File: src/jtag_pkg.sv
// JTAG TAP package with the instruction set, the capture pattern and the IDCODE layout
package jtag_pkg;

  // Instruction register length, fixed by the 5-bit opcode set
  localparam int IR_LEN = 5;

  // Supported opcodes
  localparam logic [IR_LEN-1:0] OP_IDCODE = 5'b00010;
  localparam logic [IR_LEN-1:0] OP_DEBUG  = 5'b01000;
  localparam logic [IR_LEN-1:0] OP_BYPASS = 5'b01111;
  localparam logic [IR_LEN-1:0] OP_DTMCS  = 5'b10000;
  localparam logic [IR_LEN-1:0] OP_DMI    = 5'b10001;

  // Loaded in Capture-IR
  // Low two bits 01 as 1149.1 requires, rest picked for easy fault spotting
  localparam logic [IR_LEN-1:0] IR_CAPTURE = 5'b00101;

  // IDCODE word
  // Shifted as a raw word, built and checked through the fields
  typedef union packed {
    logic [31:0] raw;
    struct packed {
      // Revision of the part
      logic [3:0]  version;
      // Part number
      logic [15:0] part_number;
      // JEDEC manufacturer id, parity bit dropped
      logic [10:0] manufacturer;
      // Always 1 so an IDCODE can be told from a BYPASS bit
      logic        marker;
    } fields;
  } idcode_u;

  // Version 1, part 0x4951, manufacturer 0x0E1, marker 1
  // Field order follows the struct, MSB first, giving 32'h149511C3
  localparam idcode_u IDCODE_DEFAULT = idcode_u'({4'h1, 16'h4951, 11'h0E1, 1'b1});

endpackage

File: src/jtag_if.sv
// TAP state and instruction select interfaces shared between the TAP blocks
`timescale 1ns/10ps

interface tap_state_if ();
  // Data register column
  logic test_logic_reset;
  logic run_test_idle;
  logic select_dr_scan;
  logic capture_dr;
  logic shift_dr;
  logic exit1_dr;
  logic pause_dr;
  logic exit2_dr;
  logic update_dr;
  // Instruction register column
  logic select_ir_scan;
  logic capture_ir;
  logic shift_ir;
  logic exit1_ir;
  logic pause_ir;
  logic exit2_ir;
  logic update_ir;

  // Driven by the state machine
  modport fsm (output test_logic_reset, run_test_idle, select_dr_scan, capture_dr,
               shift_dr, exit1_dr, pause_dr, exit2_dr, update_dr, select_ir_scan,
               capture_ir, shift_ir, exit1_ir, pause_ir, exit2_ir, update_ir);

  // Read by the registers, the TDO path and the top
  modport user (input test_logic_reset, run_test_idle, select_dr_scan, capture_dr,
                shift_dr, exit1_dr, pause_dr, exit2_dr, update_dr, select_ir_scan,
                capture_ir, shift_ir, exit1_ir, pause_ir, exit2_ir, update_ir);
endinterface

interface instr_sel_if ();
  // One-hot decode of the active instruction
  logic idcode_sel;
  logic bypass_sel;
  logic debug_sel;
  logic dtmcs_sel;
  logic dmi_sel;

  modport dec (output idcode_sel, bypass_sel, debug_sel, dtmcs_sel, dmi_sel);
  modport user (input idcode_sel, bypass_sel, debug_sel, dtmcs_sel, dmi_sel);
endinterface

File: src/jtag_tap.sv
// JTAG TAP controller top, joining the FSM, IR, data registers and TDO mux to the pads
`timescale 1ns/10ps

module jtag_tap #(
  parameter jtag_pkg::idcode_u IDCODE_VALUE = jtag_pkg::IDCODE_DEFAULT
) (
  // JTAG pads
  input  logic tck_pad_i,
  input  logic trst_pad_i,
  input  logic tms_pad_i,
  input  logic tdi_pad_i,
  output logic tdo_pad_o,
  output logic tdo_padoe_o,
  // DR states for the external chains
  output logic shift_dr_o,
  output logic pause_dr_o,
  output logic update_dr_o,
  output logic capture_dr_o,
  // Chain selects
  output logic debug_select_o,
  output logic dtmcs_select_o,
  output logic dmi_select_o,
  // Serial data to and from the chains
  output logic tdo_o,
  input  logic debug_tdi_i,
  input  logic dtmcs_tdi_i,
  input  logic dmi_tdi_i
);

  tap_state_if st_if ();
  instr_sel_if sel_if ();

  logic ir_tdo;
  logic idcode_tdo;
  logic bypass_tdo;

  tap_fsm u_fsm (
    .tck_pad_i  (tck_pad_i),
    .trst_pad_i (trst_pad_i),
    .tms_pad_i  (tms_pad_i),
    .st         (st_if.fsm)
  );

  tap_ir u_ir (
    .tck_pad_i  (tck_pad_i),
    .trst_pad_i (trst_pad_i),
    .tdi_pad_i  (tdi_pad_i),
    .st         (st_if.user),
    .sel        (sel_if.dec),
    .ir_tdo_o   (ir_tdo)
  );

  tap_data_regs #(
    .IDCODE_VALUE (IDCODE_VALUE)
  ) u_data_regs (
    .tck_pad_i    (tck_pad_i),
    .trst_pad_i   (trst_pad_i),
    .tdi_pad_i    (tdi_pad_i),
    .st           (st_if.user),
    .sel          (sel_if.user),
    .idcode_tdo_o (idcode_tdo),
    .bypass_tdo_o (bypass_tdo)
  );

  tap_tdo_mux u_tdo_mux (
    .tck_pad_i    (tck_pad_i),
    .trst_pad_i   (trst_pad_i),
    .st           (st_if.user),
    .sel          (sel_if.user),
    .ir_tdo_i     (ir_tdo),
    .idcode_tdo_i (idcode_tdo),
    .bypass_tdo_i (bypass_tdo),
    .debug_tdi_i  (debug_tdi_i),
    .dtmcs_tdi_i  (dtmcs_tdi_i),
    .dmi_tdi_i    (dmi_tdi_i),
    .tdo_pad_o    (tdo_pad_o),
    .tdo_padoe_o  (tdo_padoe_o)
  );

  // TDI fans out to every chain
  assign tdo_o = tdi_pad_i;

  assign shift_dr_o   = st_if.shift_dr;
  assign pause_dr_o   = st_if.pause_dr;
  assign update_dr_o  = st_if.update_dr;
  assign capture_dr_o = st_if.capture_dr;

  assign debug_select_o = sel_if.debug_sel;
  assign dtmcs_select_o = sel_if.dtmcs_sel;
  assign dmi_select_o   = sel_if.dmi_sel;

endmodule

File: src/tap_data_regs.sv
// IDCODE and BYPASS data registers, each presented on TDO through a falling-edge flop
`timescale 1ns/10ps

module tap_data_regs #(
  parameter jtag_pkg::idcode_u IDCODE_VALUE = jtag_pkg::IDCODE_DEFAULT
) (
  input  logic      tck_pad_i,
  input  logic      trst_pad_i,
  input  logic      tdi_pad_i,
  tap_state_if.user st,
  instr_sel_if.user sel,
  output logic      idcode_tdo_o,
  output logic      bypass_tdo_o
);

  logic [31:0] idcode_q;
  logic        bypass_q;

  // IDCODE reloads every cycle unless it is being shifted
  // so Capture-DR always sees the fixed value
  always_ff @(posedge tck_pad_i)
  begin
    if (sel.idcode_sel & st.shift_dr)
      idcode_q <= {tdi_pad_i, idcode_q[31:1]};
    else
      idcode_q <= IDCODE_VALUE.raw;
  end

  // One-bit bypass stage
  always_ff @(posedge tck_pad_i or posedge trst_pad_i)
  begin
    if (trst_pad_i)
      bypass_q <= 1'b0;
    else if (st.shift_dr)
      bypass_q <= tdi_pad_i;
  end

  // Outputs change on the falling edge
  always_ff @(negedge tck_pad_i)
  begin
    idcode_tdo_o <= idcode_q[0];
    bypass_tdo_o <= bypass_q;
  end

  // Marker bit tells an IDCODE apart from a bypass bit on the chain
  a_idcode_marker : assert property (@(posedge tck_pad_i) disable iff (trst_pad_i)
    IDCODE_VALUE.fields.marker == 1'b1);

endmodule

File: src/tap_fsm.sv
// TAP controller state machine, one flop per state, with the five-TMS-high reset filter
`timescale 1ns/10ps

module tap_fsm (
  input  logic     tck_pad_i,
  input  logic     trst_pad_i,
  input  logic     tms_pad_i,
  tap_state_if.fsm st
);

  // State bit positions
  localparam int TLR      = 0;
  localparam int RTI      = 1;
  localparam int SEL_DR   = 2;
  localparam int CAP_DR   = 3;
  localparam int SHIFT_DR = 4;
  localparam int EXIT1_DR = 5;
  localparam int PAUSE_DR = 6;
  localparam int EXIT2_DR = 7;
  localparam int UPD_DR   = 8;
  localparam int SEL_IR   = 9;
  localparam int CAP_IR   = 10;
  localparam int SHIFT_IR = 11;
  localparam int EXIT1_IR = 12;
  localparam int PAUSE_IR = 13;
  localparam int EXIT2_IR = 14;
  localparam int UPD_IR   = 15;

  localparam logic [15:0] TLR_ONLY = 16'b1 << TLR;

  logic [3:0]  tms_q;
  logic        tms_reset;
  logic [15:0] state_q;
  logic [15:0] state_d;

  // Last four sampled TMS values
  always_ff @(posedge tck_pad_i or posedge trst_pad_i)
  begin
    if (trst_pad_i)
      tms_q <= '0;
    else
      tms_q <= {tms_q[2:0], tms_pad_i};
  end

  // Current TMS plus four stored highs
  assign tms_reset = tms_pad_i & (&tms_q);

  // IEEE 1149.1 graph, each state set from its predecessors
  always_comb
  begin
    state_d           = '0;
    state_d[TLR]      = tms_pad_i & (state_q[TLR] | state_q[SEL_IR]);
    state_d[RTI]      = ~tms_pad_i & (state_q[TLR] | state_q[RTI] |
                                      state_q[UPD_DR] | state_q[UPD_IR]);
    state_d[SEL_DR]   = tms_pad_i & (state_q[RTI] | state_q[UPD_DR] | state_q[UPD_IR]);
    state_d[CAP_DR]   = ~tms_pad_i & state_q[SEL_DR];
    state_d[SHIFT_DR] = ~tms_pad_i & (state_q[CAP_DR] | state_q[SHIFT_DR] | state_q[EXIT2_DR]);
    state_d[EXIT1_DR] = tms_pad_i & (state_q[CAP_DR] | state_q[SHIFT_DR]);
    state_d[PAUSE_DR] = ~tms_pad_i & (state_q[EXIT1_DR] | state_q[PAUSE_DR]);
    state_d[EXIT2_DR] = tms_pad_i & state_q[PAUSE_DR];
    state_d[UPD_DR]   = tms_pad_i & (state_q[EXIT1_DR] | state_q[EXIT2_DR]);
    // IR column mirrors the DR column
    state_d[SEL_IR]   = tms_pad_i & state_q[SEL_DR];
    state_d[CAP_IR]   = ~tms_pad_i & state_q[SEL_IR];
    state_d[SHIFT_IR] = ~tms_pad_i & (state_q[CAP_IR] | state_q[SHIFT_IR] | state_q[EXIT2_IR]);
    state_d[EXIT1_IR] = tms_pad_i & (state_q[CAP_IR] | state_q[SHIFT_IR]);
    state_d[PAUSE_IR] = ~tms_pad_i & (state_q[EXIT1_IR] | state_q[PAUSE_IR]);
    state_d[EXIT2_IR] = tms_pad_i & state_q[PAUSE_IR];
    state_d[UPD_IR]   = tms_pad_i & (state_q[EXIT1_IR] | state_q[EXIT2_IR]);
  end

  // State flops, filter wins over the graph
  always_ff @(posedge tck_pad_i or posedge trst_pad_i)
  begin
    if (trst_pad_i)
      state_q <= TLR_ONLY;
    else if (tms_reset)
      state_q <= TLR_ONLY;
    else
      state_q <= state_d;
  end

  assign st.test_logic_reset = state_q[TLR];
  assign st.run_test_idle    = state_q[RTI];
  assign st.select_dr_scan   = state_q[SEL_DR];
  assign st.capture_dr       = state_q[CAP_DR];
  assign st.shift_dr         = state_q[SHIFT_DR];
  assign st.exit1_dr         = state_q[EXIT1_DR];
  assign st.pause_dr         = state_q[PAUSE_DR];
  assign st.exit2_dr         = state_q[EXIT2_DR];
  assign st.update_dr        = state_q[UPD_DR];
  assign st.select_ir_scan   = state_q[SEL_IR];
  assign st.capture_ir       = state_q[CAP_IR];
  assign st.shift_ir         = state_q[SHIFT_IR];
  assign st.exit1_ir         = state_q[EXIT1_IR];
  assign st.pause_ir         = state_q[PAUSE_IR];
  assign st.exit2_ir         = state_q[EXIT2_IR];
  assign st.update_ir        = state_q[UPD_IR];

  // Exactly one state visible to the other blocks
  a_state_onehot : assert property (@(posedge tck_pad_i) disable iff (trst_pad_i)
    $onehot({st.test_logic_reset, st.run_test_idle, st.select_dr_scan, st.capture_dr,
             st.shift_dr, st.exit1_dr, st.pause_dr, st.exit2_dr, st.update_dr,
             st.select_ir_scan, st.capture_ir, st.shift_ir, st.exit1_ir, st.pause_ir,
             st.exit2_ir, st.update_ir}));

  // Five TMS highs always land in Test-Logic-Reset
  a_tms_reset : assert property (@(posedge tck_pad_i) disable iff (trst_pad_i)
    tms_pad_i [*5] |=> st.test_logic_reset);

endmodule

File: src/tap_ir.sv
// TAP instruction register with capture, shift, update and one-hot instruction decode
`timescale 1ns/10ps

module tap_ir (
  input  logic      tck_pad_i,
  input  logic      trst_pad_i,
  input  logic      tdi_pad_i,
  tap_state_if.user st,
  instr_sel_if.dec  sel,
  output logic      ir_tdo_o
);
  import jtag_pkg::*;

  logic [IR_LEN-1:0] ir_shift_q;
  logic [IR_LEN-1:0] ir_latched_q;
  logic [IR_LEN-1:0] ir_active;

  // Shift register, fixed pattern on capture, LSB out first
  always_ff @(posedge tck_pad_i)
  begin
    if (st.capture_ir)
      ir_shift_q <= IR_CAPTURE;
    else if (st.shift_ir)
      ir_shift_q <= {tdi_pad_i, ir_shift_q[IR_LEN-1:1]};
  end

  // Shifted bit held across the low phase of TCK
  always_ff @(negedge tck_pad_i)
  begin
    ir_tdo_o <= ir_shift_q[0];
  end

  // Latched instruction
  // Back to IDCODE on TRST and while in Test-Logic-Reset
  always_ff @(posedge tck_pad_i or posedge trst_pad_i)
  begin
    if (trst_pad_i)
      ir_latched_q <= OP_IDCODE;
    else if (st.test_logic_reset)
      ir_latched_q <= OP_IDCODE;
    else if (st.update_ir)
      ir_latched_q <= ir_shift_q;
  end

  // Test-Logic-Reset selects IDCODE at once
  // so the TMS filter clears the selects on the edge it fires
  assign ir_active = st.test_logic_reset ? OP_IDCODE : ir_latched_q;

  // Instruction decode, anything unknown behaves as BYPASS
  always_comb
  begin
    sel.idcode_sel = 1'b0;
    sel.bypass_sel = 1'b0;
    sel.debug_sel  = 1'b0;
    sel.dtmcs_sel  = 1'b0;
    sel.dmi_sel    = 1'b0;
    case (ir_active)
      OP_IDCODE: sel.idcode_sel = 1'b1;
      OP_DEBUG:  sel.debug_sel  = 1'b1;
      OP_BYPASS: sel.bypass_sel = 1'b1;
      OP_DTMCS:  sel.dtmcs_sel  = 1'b1;
      OP_DMI:    sel.dmi_sel    = 1'b1;
      default:   sel.bypass_sel = 1'b1;
    endcase
  end

  // The data registers and TDO mux rely on a single active select
  a_sel_onehot : assert property (@(posedge tck_pad_i) disable iff (trst_pad_i)
    $onehot({sel.idcode_sel, sel.bypass_sel, sel.debug_sel, sel.dtmcs_sel, sel.dmi_sel}));

endmodule

File: src/tap_tdo_mux.sv
// TDO source selection and pad enable, both retimed to the falling edge of TCK
`timescale 1ns/10ps

module tap_tdo_mux (
  input  logic      tck_pad_i,
  input  logic      trst_pad_i,
  tap_state_if.user st,
  instr_sel_if.user sel,
  input  logic      ir_tdo_i,
  input  logic      idcode_tdo_i,
  input  logic      bypass_tdo_i,
  input  logic      debug_tdi_i,
  input  logic      dtmcs_tdi_i,
  input  logic      dmi_tdi_i,
  output logic      tdo_pad_o,
  output logic      tdo_padoe_o
);

  // Falling-edge copies of the mux controls
  logic shift_ir_q;
  logic idcode_q;
  logic bypass_q;
  logic debug_q;
  logic dtmcs_q;
  logic dmi_q;

  always_ff @(negedge tck_pad_i or posedge trst_pad_i)
  begin
    if (trst_pad_i)
    begin
      shift_ir_q  <= 1'b0;
      // IDCODE is the instruction after reset
      idcode_q    <= 1'b1;
      bypass_q    <= 1'b0;
      debug_q     <= 1'b0;
      dtmcs_q     <= 1'b0;
      dmi_q       <= 1'b0;
      tdo_padoe_o <= 1'b0;
    end
    else
    begin
      shift_ir_q  <= st.shift_ir;
      idcode_q    <= sel.idcode_sel;
      bypass_q    <= sel.bypass_sel;
      debug_q     <= sel.debug_sel;
      dtmcs_q     <= sel.dtmcs_sel;
      dmi_q       <= sel.dmi_sel;
      // Debug chain keeps the pad driven through Pause-DR
      tdo_padoe_o <= st.shift_ir | st.shift_dr | (st.pause_dr & sel.debug_sel);
    end
  end

  // IR bit during Shift-IR, otherwise the selected data path
  always_comb
  begin
    if (shift_ir_q)
      tdo_pad_o = ir_tdo_i;
    else
    begin
      case (1'b1)
        idcode_q: tdo_pad_o = idcode_tdo_i;
        debug_q:  tdo_pad_o = debug_tdi_i;
        dtmcs_q:  tdo_pad_o = dtmcs_tdi_i;
        dmi_q:    tdo_pad_o = dmi_tdi_i;
        bypass_q: tdo_pad_o = bypass_tdo_i;
        default:  tdo_pad_o = 1'b0;
      endcase
    end
  end

endmodule
File: config.mk
export PLATFORM = sky130hd
export DESIGN_NAME = jtag_tap
export DESIGN_NICKNAME = d
export VERILOG_FILES = /design/src/jtag_pkg.sv /design/src/jtag_if.sv /design/src/jtag_tap.sv /design/src/tap_data_regs.sv /design/src/tap_fsm.sv /design/src/tap_ir.sv /design/src/tap_tdo_mux.sv
export SDC_FILE = /design/constraint.sdc
export NUM_CORES = 1
export LEC_CHECK = 0
export ABC_AREA = 1
export BUFFER_PORTS_ARGS = -buffer_cell sky130_fd_sc_hd__buf_2
export CELL_PAD_IN_SITES_DETAIL_PLACEMENT = 1
export CELL_PAD_IN_SITES_GLOBAL_PLACEMENT = 1
export CORE_ASPECT_RATIO = 0.5
export CORE_UTILIZATION = 41
export DETAILED_ROUTE_END_ITERATION = 12
export PLACE_DENSITY_LB_ADDON = 0.3
export SETUP_SLACK_MARGIN = 0.3
export SYNTH_ARGS = -nofsm -noshare
export SYNTH_HDL_FRONTEND = slang
export SYNTH_SLANG_ARGS = --single-unit
export TNS_END_PERCENT = 100
File: constraint.sdc
create_clock -name tck_pad_i -period 1.3 [get_ports tck_pad_i]
set_input_delay 0.195 -clock tck_pad_i [delete_from_list [all_inputs] [get_ports tck_pad_i]]
set_output_delay 0.195 -clock tck_pad_i [all_outputs]
set_load 0.1 [all_outputs]
==> flow_metrics.env, run 1 <==
export IMPL_power_frac_comb=0.310
export IMPL_timing_rr_start="u_fsm.state_q[0]$_DFF_PP1_"
export IMPL_drt_iter0_markers=63
export IMPL_setup_violations=45
export IMPL_grt_util_all_layers=0.265
export IMPL_max_cap_violations=0
export IMPL_ff2ff_path_depth=6
export IMPL_switching_share=0.338
export IMPL_synth_most_common_cell="inv_1"
export IMPL_cp_end_kind="output port"
export IMPL_io_buffer_count=16
export IMPL_p_seq_frac=0.369
export IMPL_final_cells=398
export IMPL_routedWlPerCell_um=22.7
export IMPL_core_area_mm2=0.00563
export IMPL_synth_compound_area_frac=0.0468
export IMPL_synth_xor_area_share=0
export IMPL_p_clk_frac=0.321
export IMPL_p_total_w=0.00785
export IMPL_synthAdderAreaFrac=0
export IMPL_ys_seq_area_frac=0.663
export IMPL_grt_antenna_before_repair=1
export IMPL_arrival_ns=2.19
export IMPL_ys_ff_latch=73
export IMPL_path_max_fanout=2
export IMPL_place_ws_ns=-0.559
export IMPL_dp_hpwl_mm=3.27
export IMPL_io_pins=17
export IMPL_hold_violations=0
export IMPL_wl_mm=9.03
export IMPL_rsz0062_at_grt="true"
export IMPL_worstHoldPathType="in -> async"
export IMPL_failed_checks="negative setup slack"
export IMPL_netlist_instances=249
export IMPL_regArea_mm2=0.00164
export IMPL_nets=326
export IMPL_vdd_drop_max_v=0.00147
export IMPL_fin_ws_ns=-1.09
export IMPL_clk_latency_ns=0.40
export IMPL_worst_ep_required_time_ns=1.11
export IMPL_die_h_um=56.7
export IMPL_grt_pass1_vias=2115
export IMPL_synth_simple_area_share=0.182
export IMPL_grt_max_degree=25
export IMPL_cp_start_kind="register"
export IMPL_dp_cells=353
export IMPL_synthMuxAreaShare=0
export IMPL_num_vias=1973
export IMPL_drc=0
export IMPL_r2r_end="u_tdo_mux.bypass_q$_DFF_NP0_"
export IMPL_fin_util=0.710
export IMPL_row_count=19
export IMPL_clkTransAtPathRegs_ns=0.06
export IMPL_h_tree_depth=3
export IMPL_ys_top_cells_by_area="dfxtp_1 (33%), dfrtp_1 (24%), inv_1 (8.4%)"
export IMPL_yosys_warnings=0
export IMPL_overflow=0
export IMPL_avgSynthCellArea_um2=9.87
export IMPL_clock_path_buffers=2
export IMPL_postSynth_asyncResetShare=0.452
export IMPL_slew_viol_final=0
export IMPL_worstMarginPinSlew_ns=0.487
export IMPL_yosys_most_used_dff="dfxtp_1"
export IMPL_synth_top_area_cell="dfxtp_1"
export IMPL_dieWidth_um=111
export IMPL_syn2layout_area_growth_pct=62.8
export IMPL_dieArea_mm2=0.00633
export IMPL_p_sw_w=0.00265
export IMPL_numCtsBuffers=9
export IMPL_intPower_w=0.00520
export IMPL_synthTopCellsByCount="inv_1 (55), dfxtp_1 (40), nor2_1 (36)"
export IMPL_r2r_slack_ns=-0.71
export IMPL_cts_tree="built"
export IMPL_synth_net_count=256
export IMPL_initial_core_util=0.436
export IMPL_critical_path_class="reg -> out"
export IMPL_p_leak_nw=1.77
export IMPL_syn_area_mm2=0.00246
export IMPL_synth_top_area_share=0.326
export IMPL_synth_edf_count=0
export IMPL_yosys_cell_types_count=23
export IMPL_fill_cells=539
export IMPL_grt_pass1_wl_mm=11.7
export IMPL_relSlewSlack=0.675
export IMPL_final_antenna_net_count=0
export IMPL_vias_per_cell=4.96
export IMPL_holdWs_ns=0.0638
export IMPL_outcome="finished, violations left"
export IMPL_skew_ns=0.0703
export IMPL_gp_congestion=0.759
export IMPL_drtPass1Iterations=4
export IMPL_multi_input_area_um2=960
export IMPL_drive_gt1_frac=0.537
export IMPL_synth_top_family_by_area="simple AND/OR/NAND/NOR gates"
export IMPL_ctsRootBufferMaster="clkbuf_16"
export IMPL_clock_sinks=73
export IMPL_power_density_mw_per_mm2=1960
## what timing repair did
action / CTS / global route
setup endpoints to repair: 64 / 73
hold endpoints to repair: 2 / 0
hold buffers: 1 / 0
gates cloned: 4 / 0
gates resized for setup: 78 / 75
pin swaps: 13 / 18
buffers inserted: 15 / 5
## placed cells by master, fill, tap and decap left out, types with 2 or more instances in the layout
| master | synthesis | routed |
|---|---|---|
| inv_1 | 55 | 50 |
| dfxtp_1 | 40 | 39 |
| nor2_4 | 10 | 29 |
| buf_6 | 1 | 22 |
| dfrtp_1 | 24 | 20 |
| buf_4 | 2 | 14 |
| nand2_1 | 32 | 13 |
| buf_12 | 1 | 12 |
| nor2_2 | 1 | 10 |
| nand2_2 | 0 | 10 |
| clkbuf_16 | 0 | 9 |
| nand2_4 | 0 | 8 |
| nor2_1 | 36 | 8 |
| nand3_2 | 1 | 7 |
| o21ai_2 | 1 | 6 |
| a21oi_1 | 12 | 6 |
| buf_2 | 1 | 6 |
| dfrtn_1 | 6 | 6 |
| a21oi_2 | 0 | 5 |
| inv_2 | 1 | 4 |
| inv_4 | 0 | 3 |
| nand3_1 | 10 | 3 |
| buf_16 | 0 | 3 |
| dfstp_2 | 3 | 3 |
| dfrtp_4 | 0 | 3 |
| o21ai_4 | 0 | 2 |
| clkinv_8 | 0 | 2 |
| clkinvlp_4 | 0 | 2 |
| clkbuf_1 | 1 | 2 |
| clkinv_2 | 0 | 2 |
| buf_8 | 0 | 2 |
## registers in the layout, indices dropped and copies added, names as in the netlist
name                      flops
u_data_regs.idcode_q         32
u_fsm.state_q                16
u_ir.ir_latched_q             5
u_ir.ir_shift_q               5
u_fsm.tms_q                   4
u_data_regs.bypass_q          1
u_data_regs.bypass_tdo_o      1
u_data_regs.idcode_tdo_o      1
u_ir.ir_tdo_o                 1
u_tdo_mux.bypass_q            1
u_tdo_mux.debug_q             1
u_tdo_mux.dmi_q               1
u_tdo_mux.dtmcs_q             1
u_tdo_mux.idcode_q            1
u_tdo_mux.shift_ir_q          1
u_tdo_mux.tdo_padoe_o         1
## worst max path at each step
stage / startpoint / endpoint / slack [ns] / cells after the start
2_1_floorplan: u_fsm.state_q[0]$_DFF_PP1_ / u_tdo_mux.debug_q$_DFF_NP0_ / -0.86 / 5
3_3_place_gp: u_tdo_mux.dmi_q$_DFF_NP0_ / tdo_pad_o / -0.53 / 8
3_5_place_dp: u_tdo_mux.dmi_q$_DFF_NP0_ / tdo_pad_o / -0.56 / 8
4_1_cts: u_tdo_mux.dmi_q$_DFF_NP0_ / tdo_pad_o / -0.95 / 8
5_1_grt: u_tdo_mux.dmi_q$_DFF_NP0_ / tdo_pad_o / -1.14 / 8
6_report: u_tdo_mux.dmi_q$_DFF_NP0_ / tdo_pad_o / -1.09 / 8
## power by group through the flow
stage | Combinational [W] | Sequential, W | Clock, W
6_report | 0.00243 | 0.00289 | 0.00252
4_1_cts | 0.00190 | 0.00281 | 0.00252
3_3_place_gp | 0.00128 | 0.00279 | 0.0000239
2_1_floorplan | 0.000750 | 0.00288 | 0.0000239
3_5_place_dp | 0.00133 | 0.00282 | 0.0000239
5_1_grt | 0.00254 | 0.00291 | 0.00264
## metal layers
metal | GRT usage | wire [µm] | vias up
met5 | 0 | 0 | -
met4 | 0.131 | 503 | 0
met3 | 0.0929 | 326 | 39
met2 | 0.486 | 4780 | 57
met1 | 0.274 | 3420 | 1001
li1 | - | - | 876
## kinds of logic (layout without fill, tap and decap cells)
group / Yosys count / after routing
AOI/OAI and AO/OA: 22 / 22
buffers and inverters: 62 / 137
and+or+nand+nor: 92 / 92
DFF: 73 / 73
other: 0 / 1
## stage by stage
stage | instance area, µm² | TNS (ns)
global route | 4000 | -28.44
global placement | 2920 | -4.48
CTS | 3690 | -21.53
finish | 4000 | -26.82
detailed placement | 2920 | -5.96
floorplan | 2520 | -5.32
## cell type report
class | count | area share
diodes | 1 | 0.000625
clock buffers | 11 | 0.0582
clock inverters | 9 | 0.0175
inverters | 55 | 0.0600
multi-input cells | 114 | 0.240
flip-flops and latches | 73 | 0.411
well taps | 73 | 0.0228
repair buffers | 61 | 0.188
repair inverters | 1 | 0.00188
## critical path: stages, from the launching register on
cell and delay, ns:
dfrtn_1 0.45, inv_2 0.05, nand3_2 0.08, nand3_2 0.10
nand2_2 0.10, nand2_2 0.08, nand2_4 0.11, nand2_8 0.05
buf_12 0.16
Power figures use the tool's default switching activity.
==> run 2, diff against run 1 <==
==> constraint.sdc (replaced) <==
create_clock -name tck_pad_i -period 1.3 [get_ports tck_pad_i]
set_input_delay 0 -clock tck_pad_i [delete_from_list [all_inputs] [get_ports tck_pad_i]]
set_output_delay 0 -clock tck_pad_i [all_outputs]
set_load 0.1 [all_outputs]
==> run 2 against run 1 <==
Net effect: the flow still finishes with violations (negative setup slack); count of clock-buffer cells in the layout is 1 higher; die area unchanged; critical path depth stayed put; final area grew 1.0%; non-clock buffer count increased by 8; register-to-register slack about the same; total power up 5.5%; via count increased by 4.0%; clock power is 15% higher; combinational power up 2%; clock skew decreased by 0.0011 ns; largest cell class unchanged.
==> flow_metrics.env, run 2 (synthesis gave the netlist of run 1 again) <==
export IMPL_max_cap_violations=0
export IMPL_wl_mm=9.84
export IMPL_worst_ep_required_time_ns=1.30
export IMPL_critical_path_class="reg -> out"
export IMPL_dp_hpwl_mm=3.30
export IMPL_p_leak_nw=1.81
export IMPL_nets=334
export IMPL_overflow=0
export IMPL_ctsRootBufferMaster="clkbuf_16"
export IMPL_p_sw_w=0.00273
export IMPL_failed_checks="negative setup slack"
export IMPL_slew_viol_final=0
export IMPL_relSlewSlack=0.663
export IMPL_drt_iter0_markers=106
export IMPL_power_density_mw_per_mm2=2050
export IMPL_dieWidth_um=111
export IMPL_die_h_um=56.7
export IMPL_outcome="finished, violations left"
export IMPL_syn2layout_area_growth_pct=64.5
export IMPL_intPower_w=0.00555
export IMPL_cts_tree="built"
export IMPL_grt_pass1_wl_mm=11.8
export IMPL_fill_cells=526
export IMPL_rsz0062_at_grt="true"
export IMPL_gp_congestion=0.858
export IMPL_cp_start_kind="register"
export IMPL_power_frac_comb=0.300
export IMPL_grt_pass1_vias=2132
export IMPL_initial_core_util=0.436
export IMPL_clock_sinks=73
export IMPL_core_area_mm2=0.00563
export IMPL_diodes=0
export IMPL_grt_antenna_before_repair=0
export IMPL_vias_per_cell=5.07
export IMPL_clk_latency_ns=0.42
export IMPL_routedWlPerCell_um=24.3
export IMPL_io_buffer_count=16
export IMPL_skew_ns=0.0691
export IMPL_worstMarginPinSlew_ns=0.509
export IMPL_row_count=19
export IMPL_tns_ns=-20.49
export IMPL_place_ws_ns=-0.491
export IMPL_clock_path_buffers=2
export IMPL_final_antenna_net_count=0
export IMPL_arrival_ns=2.17
export IMPL_p_clk_frac=0.350
export IMPL_drc=0
export IMPL_drive_gt1_frac=0.521
export IMPL_num_vias=2052
export IMPL_path_cells="inv_2 > nor2_2 > nor2_1 > nand2_1 > nand2_2 > nand2_4 > nand2_8 > buf_12"
export IMPL_numCtsBuffers=9
export IMPL_worst_path_max_delay_cell="dfrtn_1"
export IMPL_h_tree_depth=3
export IMPL_io_pins=17
export IMPL_vdd_drop_max_v=0.00177
export IMPL_grt_util_all_layers=0.260
export IMPL_fin_ws_ns=-0.869
export IMPL_cp_startpoint="u_tdo_mux.dtmcs_q$_DFF_NP0_"
export IMPL_cp_end_kind="output port"
export IMPL_final_cell_mix="inv_1 (51), dfxtp_1 (38), buf_6 (30), nor2_4 (21), dfrtp_1 (20)"
export IMPL_clkTransAtPathRegs_ns=0.05
export IMPL_timing_rr_start="u_fsm.state_q[0]$_DFF_PP1_"
export IMPL_largest_reg_flops=32
export IMPL_path_max_fanout=2
export IMPL_grt_max_degree=22
export IMPL_switching_share=0.330
export IMPL_layout_commonest_cell="inv_1"
export IMPL_top_register="u_data_regs.idcode_q"
export IMPL_dieArea_mm2=0.00633
export IMPL_top_regs="u_data_regs.idcode_q: 32 flops, u_fsm.state_q: 16 flops"
export IMPL_drtPass1Iterations=4
export IMPL_hold_violations=0
export IMPL_worstHoldPathType="in -> async"
export IMPL_max_stage_delay_ns=0.43
export IMPL_p_seq_frac=0.350
export IMPL_setup_violations=49
run 2: timing repair:
action                                 4_1_cts  5_1_grt
pin swaps                                   11       18
endpoints found under the hold margin       32        0
gates resized for setup                     87       69
setup endpoints to repair                   65       93
setup buffers                               13       14
hold buffers                                 3        0
cloned                                       3        0
run 2: worst paths after layout:
path / slack [ns] / end / cells past startpoint
min in group tck_pad_i: 0.39 / u_fsm.tms_q[2]$_DFF_PP0_ / 0
max in group asynchronous: 0.37 / u_fsm.state_q[0]$_DFF_PP1_ / 4
worst min-delay path: 0.11 / u_tdo_mux.tdo_padoe_o$_DFF_NP0_ / 2
worst min register to register: 0.39 / u_fsm.tms_q[2]$_DFF_PP0_ / 0
worst max register to register: -0.71 / u_tdo_mux.bypass_q$_DFF_NP0_ / 7
worst max-delay path: -0.87 / tdo_pad_o / 8
run 2: through the flow:
| stage | cells | hold WS, ns | total power [W] | util | cell area (µm²) |
|---|---|---|---|---|---|
| after floorplan | 249 | -0.0665 | 0.00365 | - | 2520 |
| after global placement | 353 | -0.0333 | 0.00406 | 0.508 | 2860 |
| after detailed placement | 353 | -0.0276 | 0.00412 | 0.508 | 2860 |
| after CTS | 391 | 0.101 | 0.00747 | 0.649 | 3660 |
| after global routing | 405 | 0.110 | 0.00853 | 0.718 | 4040 |
| final | 405 | 0.107 | 0.00828 | 0.718 | 4040 |
run 2: layer usage:
metal / GRT usage / vias to the layer above / routed length, µm
met2: 0.463 / 73 / 4890
met3: 0.0832 / 44 / 426
li1: - / 890 / -
met1: 0.285 / 1045 / 4040
met5: 0 / - / 0
met4: 0.127 / 0 / 481
run 2: critical path: cells and delay by family, from the launching register on:
family,cells,cell delay (ns)
buffers and inverters,2,0.23
AND/OR/NAND/NOR,6,0.50
flip-flops,1,0.43
run 2: final cells by class:
| type | instances | area, µm² | share of cell area |
|---|---|---|---|
| clock buffers | 12 | 258 | 0.0638 |
| clock inverters | 8 | 87.6 | 0.0217 |
| inverters | 55 | 235 | 0.0582 |
| multi-input cells | 114 | 892 | 0.221 |
| flip-flops and latches | 73 | 1650 | 0.407 |
| well taps | 73 | 91.3 | 0.0226 |
| repair buffers | 69 | 826 | 0.204 |
| repair inverters | 1 | 7.51 | 0.00186 |
run 2: power by group through the flow:
stage / clock network (W) / logic (W) / registers (W)
floorplan: 0.0000239 / 0.000750 / 0.00288
global placement: 0.0000239 / 0.00125 / 0.00279
detailed placement: 0.0000239 / 0.00129 / 0.00281
CTS: 0.00283 / 0.00183 / 0.00281
global route: 0.00304 / 0.00257 / 0.00291
finish: 0.00290 / 0.00248 / 0.00290
